[src/common/mips_mem_macros.svh]
`ifndef MIPS_MEM_MACROS_SVH
`define MIPS_MEM_MACROS_SVH

// data bus and pipeline word width
`define MEM_DATA_W 32

// word address bits of the data RAM (1024 words)
`define MEM_RAM_AW 10

// cycles between address acceptance and rvalid/bvalid
`define MEM_RAM_DELAY 2

`endif

[src/common/mips_mem_pkg.sv]
`default_nettype none

`include "mips_mem_macros.svh"

package mips_mem_pkg;

	typedef logic [`MEM_DATA_W-1:0] word_t;
	typedef logic [4:0] reg_addr_t;
	// one bit per byte lane, register writeback or bus strobe
	typedef logic [3:0] byte_en_t;

	typedef enum logic [3:0] {
		op_none,
		op_lb,
		op_lbu,
		op_lh,
		op_lhu,
		op_lw,
		op_lwl,
		op_lwr,
		op_sb,
		op_sh,
		op_sw
	} mem_op_t;

	// addr covers both the address and the write data phase
	typedef enum logic [1:0] {
		idle,
		addr,
		resp
	} dbus_state_t;

	function automatic logic is_load(mem_op_t op);
		return (op == op_lb) || (op == op_lbu) || (op == op_lh) || (op == op_lhu) ||
			(op == op_lw) || (op == op_lwl) || (op == op_lwr);
	endfunction

	function automatic logic is_store(mem_op_t op);
		return (op == op_sb) || (op == op_sh) || (op == op_sw);
	endfunction

endpackage

`default_nettype wire

[src/mem_stage/mem_load_align.sv]
`timescale 1ns/1ns
`default_nettype none

module mem_load_align
	import mips_mem_pkg::*;
(
	input  wire mem_op_t  mem_op_i,
	input  wire [1:0]     addr_low_i,
	input  wire word_t    rdata_i,

	output word_t         load_data_o,
	output byte_en_t      merge_wren_o
);

	logic [7:0]  byte_sel;
	logic [15:0] half_sel;
	logic [4:0]  lane_shift;
	logic [4:0]  left_shift;

	// bit offset of the addressed byte lane
	assign lane_shift = {addr_low_i, 3'b000};
	// lwl moves the addressed byte up to lane 3
	assign left_shift = {~addr_low_i, 3'b000};

	assign byte_sel = rdata_i[lane_shift +: 8];
	assign half_sel = addr_low_i[1] ? rdata_i[31:16] : rdata_i[15:0];

	always_comb begin
		load_data_o  = rdata_i;
		merge_wren_o = 4'b1111;
		case (mem_op_i)
			op_lb: begin
				load_data_o = {{24{byte_sel[7]}}, byte_sel};
			end
			op_lbu: begin
				load_data_o = {24'b0, byte_sel};
			end
			op_lh: begin
				load_data_o = {{16{half_sel[15]}}, half_sel};
			end
			op_lhu: begin
				load_data_o = {16'b0, half_sel};
			end
			op_lwl: begin
				// loaded bytes land in the upper lanes, low lanes keep the register
				load_data_o  = rdata_i << left_shift;
				merge_wren_o = 4'b1111 << ~addr_low_i;
			end
			op_lwr: begin
				// loaded bytes land in the lower lanes
				load_data_o  = rdata_i >> lane_shift;
				merge_wren_o = 4'b1111 >> addr_low_i;
			end
			default: begin
				// lw and non-load ops take the word as is
				load_data_o  = rdata_i;
				merge_wren_o = 4'b1111;
			end
		endcase
	end

endmodule

`default_nettype wire

[src/mem_stage/mem_stage.sv]
`timescale 1ns/1ns
`default_nettype none

module mem_stage
	import mips_mem_pkg::*;
(
	input  wire            clk,
	input  wire            rst_n_i,

	input  wire            stall_i,
	input  wire            flush_i,
	input  wire            valid_i,

	input  wire mem_op_t   mem_op_i,
	input  wire [1:0]      addr_low_i,
	input  wire word_t     rdata_i,
	input  wire word_t     alu_result_i,
	input  wire reg_addr_t waddr_i,
	input  wire byte_en_t  wren_i,
	input  wire word_t     pc_i,

	output reg_addr_t      wb_waddr_o,
	output word_t          wb_wdata_o,
	output byte_en_t       wb_wren_o,
	output word_t          wb_pc_o,

	// forwarding path, not registered
	output word_t          bp_wdata_o
);

	word_t     load_data;
	byte_en_t  merge_wren;

	logic      bubble;
	reg_addr_t waddr_next;
	word_t     wdata_next;
	byte_en_t  wren_next;

	mem_load_align mem_load_align_i (
		.mem_op_i     (mem_op_i),
		.addr_low_i   (addr_low_i),
		.rdata_i      (rdata_i),
		.load_data_o  (load_data),
		.merge_wren_o (merge_wren)
	);

	assign bp_wdata_o = alu_result_i;

	assign bubble = flush_i | ~valid_i;

	always_comb begin
		waddr_next = waddr_i;
		wdata_next = alu_result_i;
		wren_next  = wren_i;
		if (is_load(mem_op_i)) begin
			wdata_next = load_data;
			wren_next  = merge_wren;
		end else if (is_store(mem_op_i)) begin
			// stores write no register
			wren_next = '0;
		end
		if (bubble) begin
			waddr_next = '0;
			wdata_next = '0;
			wren_next  = '0;
		end
	end

	// writeback register, frozen while the bus is busy
	always_ff @(posedge clk or negedge rst_n_i) begin
		if (!rst_n_i) begin
			wb_waddr_o <= '0;
			wb_wdata_o <= '0;
			wb_wren_o  <= '0;
			wb_pc_o    <= '0;
		end else if (!stall_i) begin
			wb_waddr_o <= waddr_next;
			wb_wdata_o <= wdata_next;
			wb_wren_o  <= wren_next;
			// pc follows even for a bubble
			wb_pc_o    <= pc_i;
		end
	end

	a_flush_bubble: assert property (@(posedge clk) disable iff (!rst_n_i)
		(flush_i && !stall_i) |=> (wb_wren_o == '0));

endmodule

`default_nettype wire

[config.mk]
export PLATFORM = sky130hd
export DESIGN_NAME = mem_stage
export DESIGN_NICKNAME = d
export VERILOG_FILES = /design/src/common/mips_mem_pkg.sv /design/src/mem_stage/mem_load_align.sv /design/src/mem_stage/mem_stage.sv
export VERILOG_INCLUDE_DIRS = /design/src /design/src/common
export SDC_FILE = /design/constraint.sdc
export NUM_CORES = 1
export LEC_CHECK = 0
export BUFFER_PORTS_ARGS = -buffer_cell sky130_fd_sc_hd__buf_2
export CORE_UTILIZATION = 45
export DETAILED_ROUTE_END_ITERATION = 7
export PLACE_DENSITY = 0.8
export SLEW_MARGIN = 20
export SYNTH_ARGS = -nofsm -noshare
export SYNTH_HDL_FRONTEND = slang
export SYNTH_SLANG_ARGS = --single-unit
[constraint.sdc]
create_clock -name clk -period 0.9 [get_ports clk]
set_input_delay 0.18 -clock clk [delete_from_list [all_inputs] [get_ports clk]]
set_output_delay 0.18 -clock clk [all_outputs]
set_load 0.05 [all_outputs]
==> results.tsv <==
metric	value	unit
WHS Endpoint	wb_pc_o[31]$_DFFE_PN0N_	
final setup violation count	127	
CTS Sinks	73	
Syn. warnings	0	
Setup Crit Path Kind	input pin to flop	
largest net degree at the start of global routing	41	
worst-margin pin slew	0.596	ns
final hold viol count	0	
All-Layer GR Usage	45.3	%
DIE AREA	12600	um2
Die Ht	112	um
Die W	112	um
Combinational Power Share	44.4	%
total power draw	13.5	mW
register bit total from synthesis	73	
top_reg_cell synth	dfrtp_1	
cell area after synthesis	5480	um2
dpl ws	-0.946	ns
commonest non-fill, non-tap cell in the layout	buf_4	
r2r setup slk	-0.28	ns
Crit Reg-Reg Startpoint	wb_wdata_o[0]$_DFFE_PN0N_	
EDFF count, synth	0	
Row Count	39	
area delta synth->final	77.0	%
Clock Skews	0	ns
TritonCTS clock tree	yes	
drt total wl	34000	um
Worst-path clk slew	0.07	ns
final count of pins violating max slew	0	
Max H-tree Level	3	
I/O pins	221	
worst hold path stage count	2	
first-pass GRT wire length	43100	um
fraction of registers with async set/reset	100	%
Yosys top cell area share	33.3	%
Final Util	83.2	%
Simple-Gate Fraction of Synth Area	12.8	%
Most Crowded Layer GR	met2	
Crit. End Element	flop	
largest family of logic cells by synthesized area	compound AO/OA/AOI/OAI gates	
Tmin final	1.51	ns
final routed DRC violation total	0	
RSZ-0062 raised after global routing	yes	
maximum buffer depth of the clock tree	2	
status	finished with violations	
post-synthesis net count	728	
Fill cells	640	
gpl congestion	1.02	
max cap viols	0	
antenna violations before repair	5	
met1 usage	54.6	%
clock share of power	26.8	%
initial core utilization	47.0	%
PnR worst setup slack	-0.614	ns
ratio of cells with drive above 1 in the final layout	62.2	%
grt total ovfl	0	
Avg WL per Cell	30.3	um
Worst-Skew Late Latency	0.35	ns
switching share of power	41.1	%
cell taking the most area after synthesis	dfrtp_1	
Antenna Violating Nets Remaining	0	
via count	7989	
root cell of the clock tree	clkbuf_16	
vias per cell	7.13	
failing checks	negative setup slack	
FF-to-FF path depth	5	
Leak	4.51	nW
core area	11700	um2
Slew Limit Headroom	60.0	%
Hold Path Class	input pin to flop	
DR iter-0 viols	1515	
top cells by area, synth	dfrtp_1, mux2_2, buf_4	
worst hold slack	0.0685	ns
vias in the first global route	7305	
sequential share of power	28.8	%
met3 usage	9.88	%
Max Fanout on Critical Path	5	
Crit Reg-Reg Endpoint	wb_wdata_o[0]$_DFFE_PN0N_	
post-DP HPWL	18600	um
PwrDens	1390	nW/um2
most frequent cells in the layout	buf_4, buf_2, buf_6, nor2_1, dfrtp_2	
NumNets Final	1086	
Critical Path AT	1.72	ns
Req. time, crit path	1.10	ns
cts bufs inserted	9	
Post-Synth XOR/XNOR Area	0	%
Port Buffer Count	220	
Netlist cell types	52	
HP Start	pc_i[31]	
Peak VDD IR	0.899	mV
post-synthesis mux area share	15.0	%
critical path startpoint category	input pin	
adder and majority cell fraction of the synthesized area	0	%
Final period util	168	%
number of detailed-routing iterations run before antenna repair	7	
Mapped Cells	612	
highest clock rate	661	MHz
cell internal pwr	7.98	mW
M2 GR Usage	75.0	%
compound-cell area share of the yosys netlist	29.5	%
P_sw	5.56	mW
synthesized area per cell	8.96	um2
post-synthesis sequential area ratio	33.3	%
Yosys cell counts (all sizes together) (2+ instances only):
cell	count
buf	59
a21o	9
a22o	13
nand3	27
or3	8
a32oi	15
mux2	55
o2bb2ai	9
a22oi	18
a211oi	15
nor2b	2
o21ai	46
or3b	2
clkbuf	27
inv	5
nor3	7
nand2b	6
o22ai	7
a21oi	36
or2	2
nand2	38
o221ai	7
a31oi	3
o32a	7
o211ai	8
dfrtp	73
mux2i	18
o31ai	10
a222oi	7
o21bai	7
nor2	46
and2	2
a221oi	9
stage by stage:
stage	cell area (um2)	TNS, ns	cells
after floorplan	5880	-17.68	612
after global placement	7710	-43.04	1040
after detailed placement	7710	-45.37	1040
after CTS	9210	-26.91	1093
after global routing	9700	-34.79	1119
final	9700	-33.31	1120
critical path, cell delays in order:
cell	delay, ns
buf_12	0.10
mux4_2	0.55
nor2_4	0.23
o211ai_2	0.20
a211oi_1	0.31
o31ai_1	0.14
power by group through the flow:
stage          logic (mW)  clock network [mW]  registers, mW
6_report             6.01                3.63           3.90
2_1_floorplan        1.85                   0           4.83
5_1_grt              6.14                3.72           3.92
3_3_place_gp         4.43                   0           3.79
3_5_place_dp         4.48                   0           3.82
4_1_cts              5.31                3.45           3.83
repair_timing:
action	CTS	global route
hold endpoints to repair	73	0
setup endpoints to repair	142	122
setup buffers	33	31
gates cloned	3	2
resized for setup	260	59
pin swaps	30	24
hold buffers	1	0
layout make-up:
class	instances	area (um2)	area share, %
antenna	2	5.00	0.0516
clock buffer	10	229	2.36
clock inverter	6	42.5	0.438
inverter	5	31.3	0.322
multi-input combinational	449	3660	37.8
sequential	73	1870	19.3
tap	143	179	1.84
timing repair buffer	432	3680	37.9
registers in the layout (all words and copies together), names as in the netlist:
signal	flops
wb_pc_o	32
wb_waddr_o	5
wb_wdata_o	32
wb_wren_o	4
how the worst max path moves through the flow:
stage | start | end | slack [ns] | depth (start not counted)
6_report | addr_low_i[1] | wb_wdata_o[27]$_DFFE_PN0N_ | -0.61 | 6
5_1_grt | addr_low_i[1] | wb_wdata_o[22]$_DFFE_PN0N_ | -0.65 | 7
4_1_cts | addr_low_i[1] | wb_wdata_o[12]$_DFFE_PN0N_ | -0.45 | 6
3_5_place_dp | mem_op_i[0] | wb_wdata_o[4]$_DFFE_PN0N_ | -0.95 | 7
3_3_place_gp | mem_op_i[0] | wb_wdata_o[1]$_DFFE_PN0N_ | -0.93 | 7
2_1_floorplan | mem_op_i[2] | wb_wdata_o[6]$_DFFE_PN0N_ | -0.57 | 7
logic make-up after synthesis:
kind of cell,Yosys count
flops,73
mux,74
simple gates,146
buf+inv,91
compound gates,228
metal layers:
metal	wire length, um	vias to the layer above
li1	-	3031
met1	11400	3732
met2	14700	917
met3	4660	307
met4	3150	2
met5	13	-
(Power assumes the default switching activity.)
