File: config.mk
export PLATFORM = sky130hd
export DESIGN_NAME = dbus_axil_master
export DESIGN_NICKNAME = d
export VERILOG_FILES = /design/src/common/mips_mem_pkg.sv /design/src/verilog/dbus_axil_master.sv
export VERILOG_INCLUDE_DIRS = /design/src /design/src/common
export SDC_FILE = /design/constraint.sdc
export NUM_CORES = 1
export LEC_CHECK = 0
export BUFFER_PORTS_ARGS = -buffer_cell sky130_fd_sc_hd__buf_2
export CAP_MARGIN = 15
export CORE_AREA = 2 2 97 99
export CTS_CLUSTER_SIZE = 12
export DETAILED_ROUTE_END_ITERATION = 16
export DIE_AREA = 0 0 99 101
export PLACE_DENSITY_LB_ADDON = 0.15
export SKIP_LAST_GASP = 1
export SYNTH_ARGS = -nofsm -noshare
export SYNTH_HDL_FRONTEND = slang
export SYNTH_SLANG_ARGS = --single-unit
File: constraint.sdc
create_clock -name clk -period 15.87 [get_ports clk]
set_input_delay 2.3805 -clock clk [delete_from_list [all_inputs] [get_ports clk]]
set_output_delay 2.3805 -clock clk [all_outputs]
set_load 0.02 [all_outputs]
File: src/common/mips_mem_macros.svh
`ifndef MIPS_MEM_MACROS_SVH
`define MIPS_MEM_MACROS_SVH

// data bus and pipeline word width
`define MEM_DATA_W 32

// word address bits of the data RAM (1024 words)
`define MEM_RAM_AW 10

// cycles between address acceptance and rvalid/bvalid
`define MEM_RAM_DELAY 2

`endif

File: src/common/mips_mem_pkg.sv
`default_nettype none

`include "mips_mem_macros.svh"

package mips_mem_pkg;

	typedef logic [`MEM_DATA_W-1:0] word_t;
	typedef logic [4:0] reg_addr_t;
	// one bit per byte lane, register writeback or bus strobe
	typedef logic [3:0] byte_en_t;

	typedef enum logic [3:0] {
		op_none,
		op_lb,
		op_lbu,
		op_lh,
		op_lhu,
		op_lw,
		op_lwl,
		op_lwr,
		op_sb,
		op_sh,
		op_sw
	} mem_op_t;

	// addr covers both the address and the write data phase
	typedef enum logic [1:0] {
		idle,
		addr,
		resp
	} dbus_state_t;

	function automatic logic is_load(mem_op_t op);
		return (op == op_lb) || (op == op_lbu) || (op == op_lh) || (op == op_lhu) ||
			(op == op_lw) || (op == op_lwl) || (op == op_lwr);
	endfunction

	function automatic logic is_store(mem_op_t op);
		return (op == op_sb) || (op == op_sh) || (op == op_sw);
	endfunction

endpackage

`default_nettype wire

File: src/verilog/dbus_axil_master.sv
`timescale 1ns/1ns
`default_nettype none

module dbus_axil_master
	import mips_mem_pkg::*;
(
	input  wire           clk,
	input  wire           rst_n_i,

	input  wire           req_valid_i,
	input  wire mem_op_t  req_op_i,
	input  wire word_t    req_addr_i,
	input  wire word_t    req_store_data_i,

	output word_t         m_axil_awaddr_o,
	output logic          m_axil_awvalid_o,
	input  wire           m_axil_awready_i,
	output word_t         m_axil_wdata_o,
	output byte_en_t      m_axil_wstrb_o,
	output logic          m_axil_wvalid_o,
	input  wire           m_axil_wready_i,
	input  wire [1:0]     m_axil_bresp_i,
	input  wire           m_axil_bvalid_i,
	output logic          m_axil_bready_o,
	output word_t         m_axil_araddr_o,
	output logic          m_axil_arvalid_o,
	input  wire           m_axil_arready_i,
	input  wire word_t    m_axil_rdata_i,
	input  wire [1:0]     m_axil_rresp_i,
	input  wire           m_axil_rvalid_i,
	output logic          m_axil_rready_o,

	output word_t         rdata_o,
	output logic          stall_o
);

	dbus_state_t state_q;

	logic     mem_req;
	logic     start;
	logic     resp_done;
	logic     aw_left;
	logic     w_left;
	logic     ar_left;
	word_t    addr_q;
	word_t    wdata_q;
	byte_en_t wstrb_q;
	word_t    st_data;
	byte_en_t st_strb;

	assign mem_req = req_valid_i && (req_op_i != op_none);
	assign start   = (state_q == idle) && mem_req;

	assign m_axil_bready_o = 1'b1;
	assign m_axil_rready_o = 1'b1;

	assign resp_done = (m_axil_bvalid_i && m_axil_bready_o) ||
		(m_axil_rvalid_i && m_axil_rready_o);

	// channels still waiting for their ready after this cycle
	assign aw_left = m_axil_awvalid_o && !m_axil_awready_i;
	assign w_left  = m_axil_wvalid_o && !m_axil_wready_i;
	assign ar_left = m_axil_arvalid_o && !m_axil_arready_i;

	// stall until the response cycle so the stage captures the read data
	assign stall_o = mem_req && !((state_q == resp) && resp_done);
	assign rdata_o = m_axil_rvalid_i ? m_axil_rdata_i : '0;

	// lane replication for narrow stores
	always_comb begin
		case (req_op_i)
			op_sb: begin
				st_data = {4{req_store_data_i[7:0]}};
				st_strb = 4'b0001 << req_addr_i[1:0];
			end
			op_sh: begin
				st_data = {2{req_store_data_i[15:0]}};
				st_strb = req_addr_i[1] ? 4'b1100 : 4'b0011;
			end
			default: begin
				st_data = req_store_data_i;
				st_strb = 4'b1111;
			end
		endcase
	end

	always_ff @(posedge clk) begin
		if (start) begin
			addr_q  <= {req_addr_i[31:2], 2'b00};
			wdata_q <= st_data;
			wstrb_q <= st_strb;
		end
	end

	assign m_axil_awaddr_o = addr_q;
	assign m_axil_araddr_o = addr_q;
	assign m_axil_wdata_o  = wdata_q;
	assign m_axil_wstrb_o  = wstrb_q;

	always_ff @(posedge clk or negedge rst_n_i) begin
		if (!rst_n_i) begin
			state_q          <= idle;
			m_axil_awvalid_o <= 1'b0;
			m_axil_wvalid_o  <= 1'b0;
			m_axil_arvalid_o <= 1'b0;
		end else begin
			case (state_q)
				idle: begin
					if (mem_req) begin
						state_q <= addr;
						if (is_store(req_op_i)) begin
							m_axil_awvalid_o <= 1'b1;
							m_axil_wvalid_o  <= 1'b1;
						end else begin
							m_axil_arvalid_o <= 1'b1;
						end
					end
				end
				addr: begin
					// aw and w may be accepted in different cycles
					m_axil_awvalid_o <= aw_left;
					m_axil_wvalid_o  <= w_left;
					m_axil_arvalid_o <= ar_left;
					if (!aw_left && !w_left && !ar_left) begin
						state_q <= resp;
					end
				end
				resp: begin
					if (resp_done) begin
						state_q <= idle;
					end
				end
				default: begin
					state_q <= idle;
				end
			endcase
		end
	end

	a_aw_hold: assert property (@(posedge clk) disable iff (!rst_n_i)
		(m_axil_awvalid_o && !m_axil_awready_i) |=> m_axil_awvalid_o);
	a_w_hold: assert property (@(posedge clk) disable iff (!rst_n_i)
		(m_axil_wvalid_o && !m_axil_wready_i) |=> m_axil_wvalid_o);
	a_ar_hold: assert property (@(posedge clk) disable iff (!rst_n_i)
		(m_axil_arvalid_o && !m_axil_arready_i) |=> m_axil_arvalid_o);
	a_resp_okay: assert property (@(posedge clk) disable iff (!rst_n_i)
		(m_axil_bvalid_i || m_axil_rvalid_i) |->
		(!m_axil_bvalid_i || m_axil_bresp_i == 2'b00) &&
		(!m_axil_rvalid_i || m_axil_rresp_i == 2'b00));

endmodule

`default_nettype wire

==> run metrics <==
Simple-Gate Fraction of Synth Area 0.101; P_int between 300 and 400 uW; CTS buffer count 9; status finished clean; Comb power frac 0.329; DP HPWL 5.75 mm; vias in the first global route 2177; critical path depth 4; number of antenna violations at the first check in global routing 0; Synth Register Bits 71; via/cell ratio 4.36; Crit Path Class in2out; WP buf/inv 2; drt pass-1 iters 4; Worst setup SP type input port; grt total ovfl 0; MaxCap Viol Count 0; Die Span Y approximately 100 um; Reg2Reg Depth 2; P_sw 222 uW; # diodes 0; Final TNS setup 0 ps; global-route wire length before repair 10.8 mm; storage element area 2110 um^2; via count 2416; crit path from req_op_i[0]; Avg Cell Area, Syn 14.1 um^2; Critical Path, Cell by Cell buf_2 > o41ai_2 > nor2_1 > buf_2; switching portion of total power 0.369; CTS tree done; Wirelength per Cell 13.6 um; compound-cell area share of the yosys netlist 0.0489; Fillers slightly above 800; RSZ-0062 raised after global routing no; largest net degree at the start of global routing 47; Slew Limit Fails 0; Synth-to-Final Area Change 39.3%; post-synthesis mux area share 0.0820; Yosys warning total 0; FP Rows 35; I/O pin count 250; Final Critical Period 5840 ps; worst skew pair latency around 340 ps; Remaining DRCs 0; VDD IR-drop max about 0.000056 V; full die area around 10000 um^2; Max-Slew Margin vs Limit 0.598; WHS Path Cells 2; DR iter-0 viols 79; total power per unit cell area 136 nW/um^2; share of cells above drive strength 1 0.628; Worst Path Required 13490 ps; PortBufs 239; gr usage total 0.142; Initial Util 0.354; Hold Path Class reg2reg; synthesized cell area 3180 um^2; synth unique cells 26; crit path max-delay cell type o41ai_2; Final period util 0.368; Crit Reg-Reg Startpoint state_q[0]; Clock Tree Buf Depth 2; post-synthesis sequential area ratio 0.664; Max stage delay on crit path 570 ps; Clock Power Share 0.211; Worst Skew between 4 and 5 ps; maximum clock rate 171 MHz; CTS root buffer clkbuf_8; clk sinks 71; cells after synthesis 225; post-CTS setup buffer count 0; final hold vios 0; worst slew pin tran 603 ps; Post-Synth XOR/XNOR Area 0; CP top delay family compound AO/OA/AOI/OAI gates; RePlAce Congestion 0.757; CTS Hold Bufs 0; Leak 0.00207 uW; final setup violation count 0; most frequent CP cell buf_2; Worst setup EP type output port; core area 8980 um^2; Critical Path Fanout Max 13; Layout Nets 550; Reg power frac 0.460; Die Span X roughly 99 um; post-CTS sizing 0; post-route ant nets 0; area share of fa/ha/maj cells after synthesis 0; CTS clk-pin slew, worst paths around 80 ps; hold_sp m_axil_awvalid_o; main combinational cell family by area after synthesis buffers and inverters; H-tree Lvls 3; footprint of the multi-input gates 769 um^2; final WL 7.54 mm; power consumption 601 uW; Worst Path Arrival 3460 ps
[per-layer routing]
metal,part of all wire,vias up,track usage
li1,-,1182,-
met3,0.087,10,0.0499
met5,0,-,0
met1,0.41,1083,0.173
met2,0.49,141,0.233
met4,0.014,0,0.0527
[registers in the layout (all words and copies together) (netlist names)]
signal,flops
m_axil_wstrb_o,4
state_q,2
m_axil_araddr_o,30
m_axil_arvalid_o,1
m_axil_wdata_o,32
m_axil_wvalid_o,1
m_axil_awvalid_o,1
[worst paths after layout]
kind,to,slack [ps]
min reg2reg,m_axil_awvalid_o,600
max reg2reg,m_axil_wdata_o[28],14250
max in group asynchronous,state_q[0],13900
min in group asynchronous,m_axil_arvalid_o,1840
min,m_axil_awvalid_o,600
max,stall_o,10030
[layout by cell type, fill, tap and decap left out]
master        n
conb_1        6
nor2b_4       1
clkinvlp_4    1
a21oi_1      10
nor3_2        1
a31oi_1       2
buf_2       239
nor3b_2       1
inv_6         3
a2bb2oi_1     1
a221o_1       1
inv_1         5
edfxtp_1     66
and2_1       32
a31o_2        1
buf_4         3
o22ai_1       1
mux2i_1       8
o41ai_2       1
clkinv_1      2
dfrtp_1       5
clkinv_2      1
nor2_1       11
nor3b_4       1
nor2b_1       3
o21ai_0       7
clkbuf_8      9
a211oi_1      1
nor3_1        1
mux2_2       16
nand2_1       3
[cell usage after synthesis]
cell type,n,area [um^2]
edfxtp_1,66,1980
buf_4,36,270
and2_1,32,200
mux2_2,16,180
nor2_1,11,41.3
a21oi_1,10,50.1
mux2i_1,8,80.1
o21ai_0,7,35.0
dfrtp_1,5,125
inv_1,5,18.8
buf_2,4,20.0
clkbuf_1,4,15.0
nand2_1,3,11.3
nor2b_1,3,18.8
a31oi_1,2,12.5
conb_1,2,7.51
nor3_1,2,10.0
a211oi_1,1,7.51
a221o_1,1,10.0
a2bb2oi_1,1,8.76
a31o_2,1,8.76
nor2b_4,1,13.8
nor3b_1,1,7.51
nor3b_4,1,18.8
o22ai_1,1,6.26
o41ai_2,1,16.3
[metrics by stage]
stage | area, um^2 | instances | util | setup WS (ps) | hold WS, ps
finish | 4420 | 554 | 0.493 | 10030 | 595
global route | 4420 | 554 | 0.493 | 9960 | 622
CTS | 4420 | 554 | 0.493 | 10010 | 601
detailed placement | 4250 | 538 | 0.474 | 10030 | 584
global placement | 4250 | 538 | 0.474 | 10000 | 567
floorplan | 3190 | 229 | - | 8300 | 587
[tightest hold or removal path: cells and delay by family (launching register included)]
kind            cells  cell delay (ps)
flops               1              410
compound gates      2              140
[logic make-up after synthesis]
group,count (synthesis)
compound gates,25
simple gates,54
other cells,2
flops,71
buf+inv,49
mux,24
[layout make-up]
| type | count | area share |
|---|---|---|
| repair buffers | 242 | 0.276 |
| clock buffers | 9 | 0.0280 |
| clock inverters | 7 | 0.0105 |
| flip-flops and latches | 71 | 0.476 |
| well taps | 111 | 0.0314 |
| multi-input cells | 109 | 0.174 |
| inverters | 5 | 0.00424 |
[power by group through the flow]
stage          clock network (uW)  registers [uW]  logic (uW)
2_1_floorplan                   0             336        90.9
3_3_place_gp                    0             280         200
3_5_place_dp                    0             281         200
4_1_cts                       132             277         200
5_1_grt                       142             282         211
6_report                      127             276         198
Power figures use the tool's default switching activity.
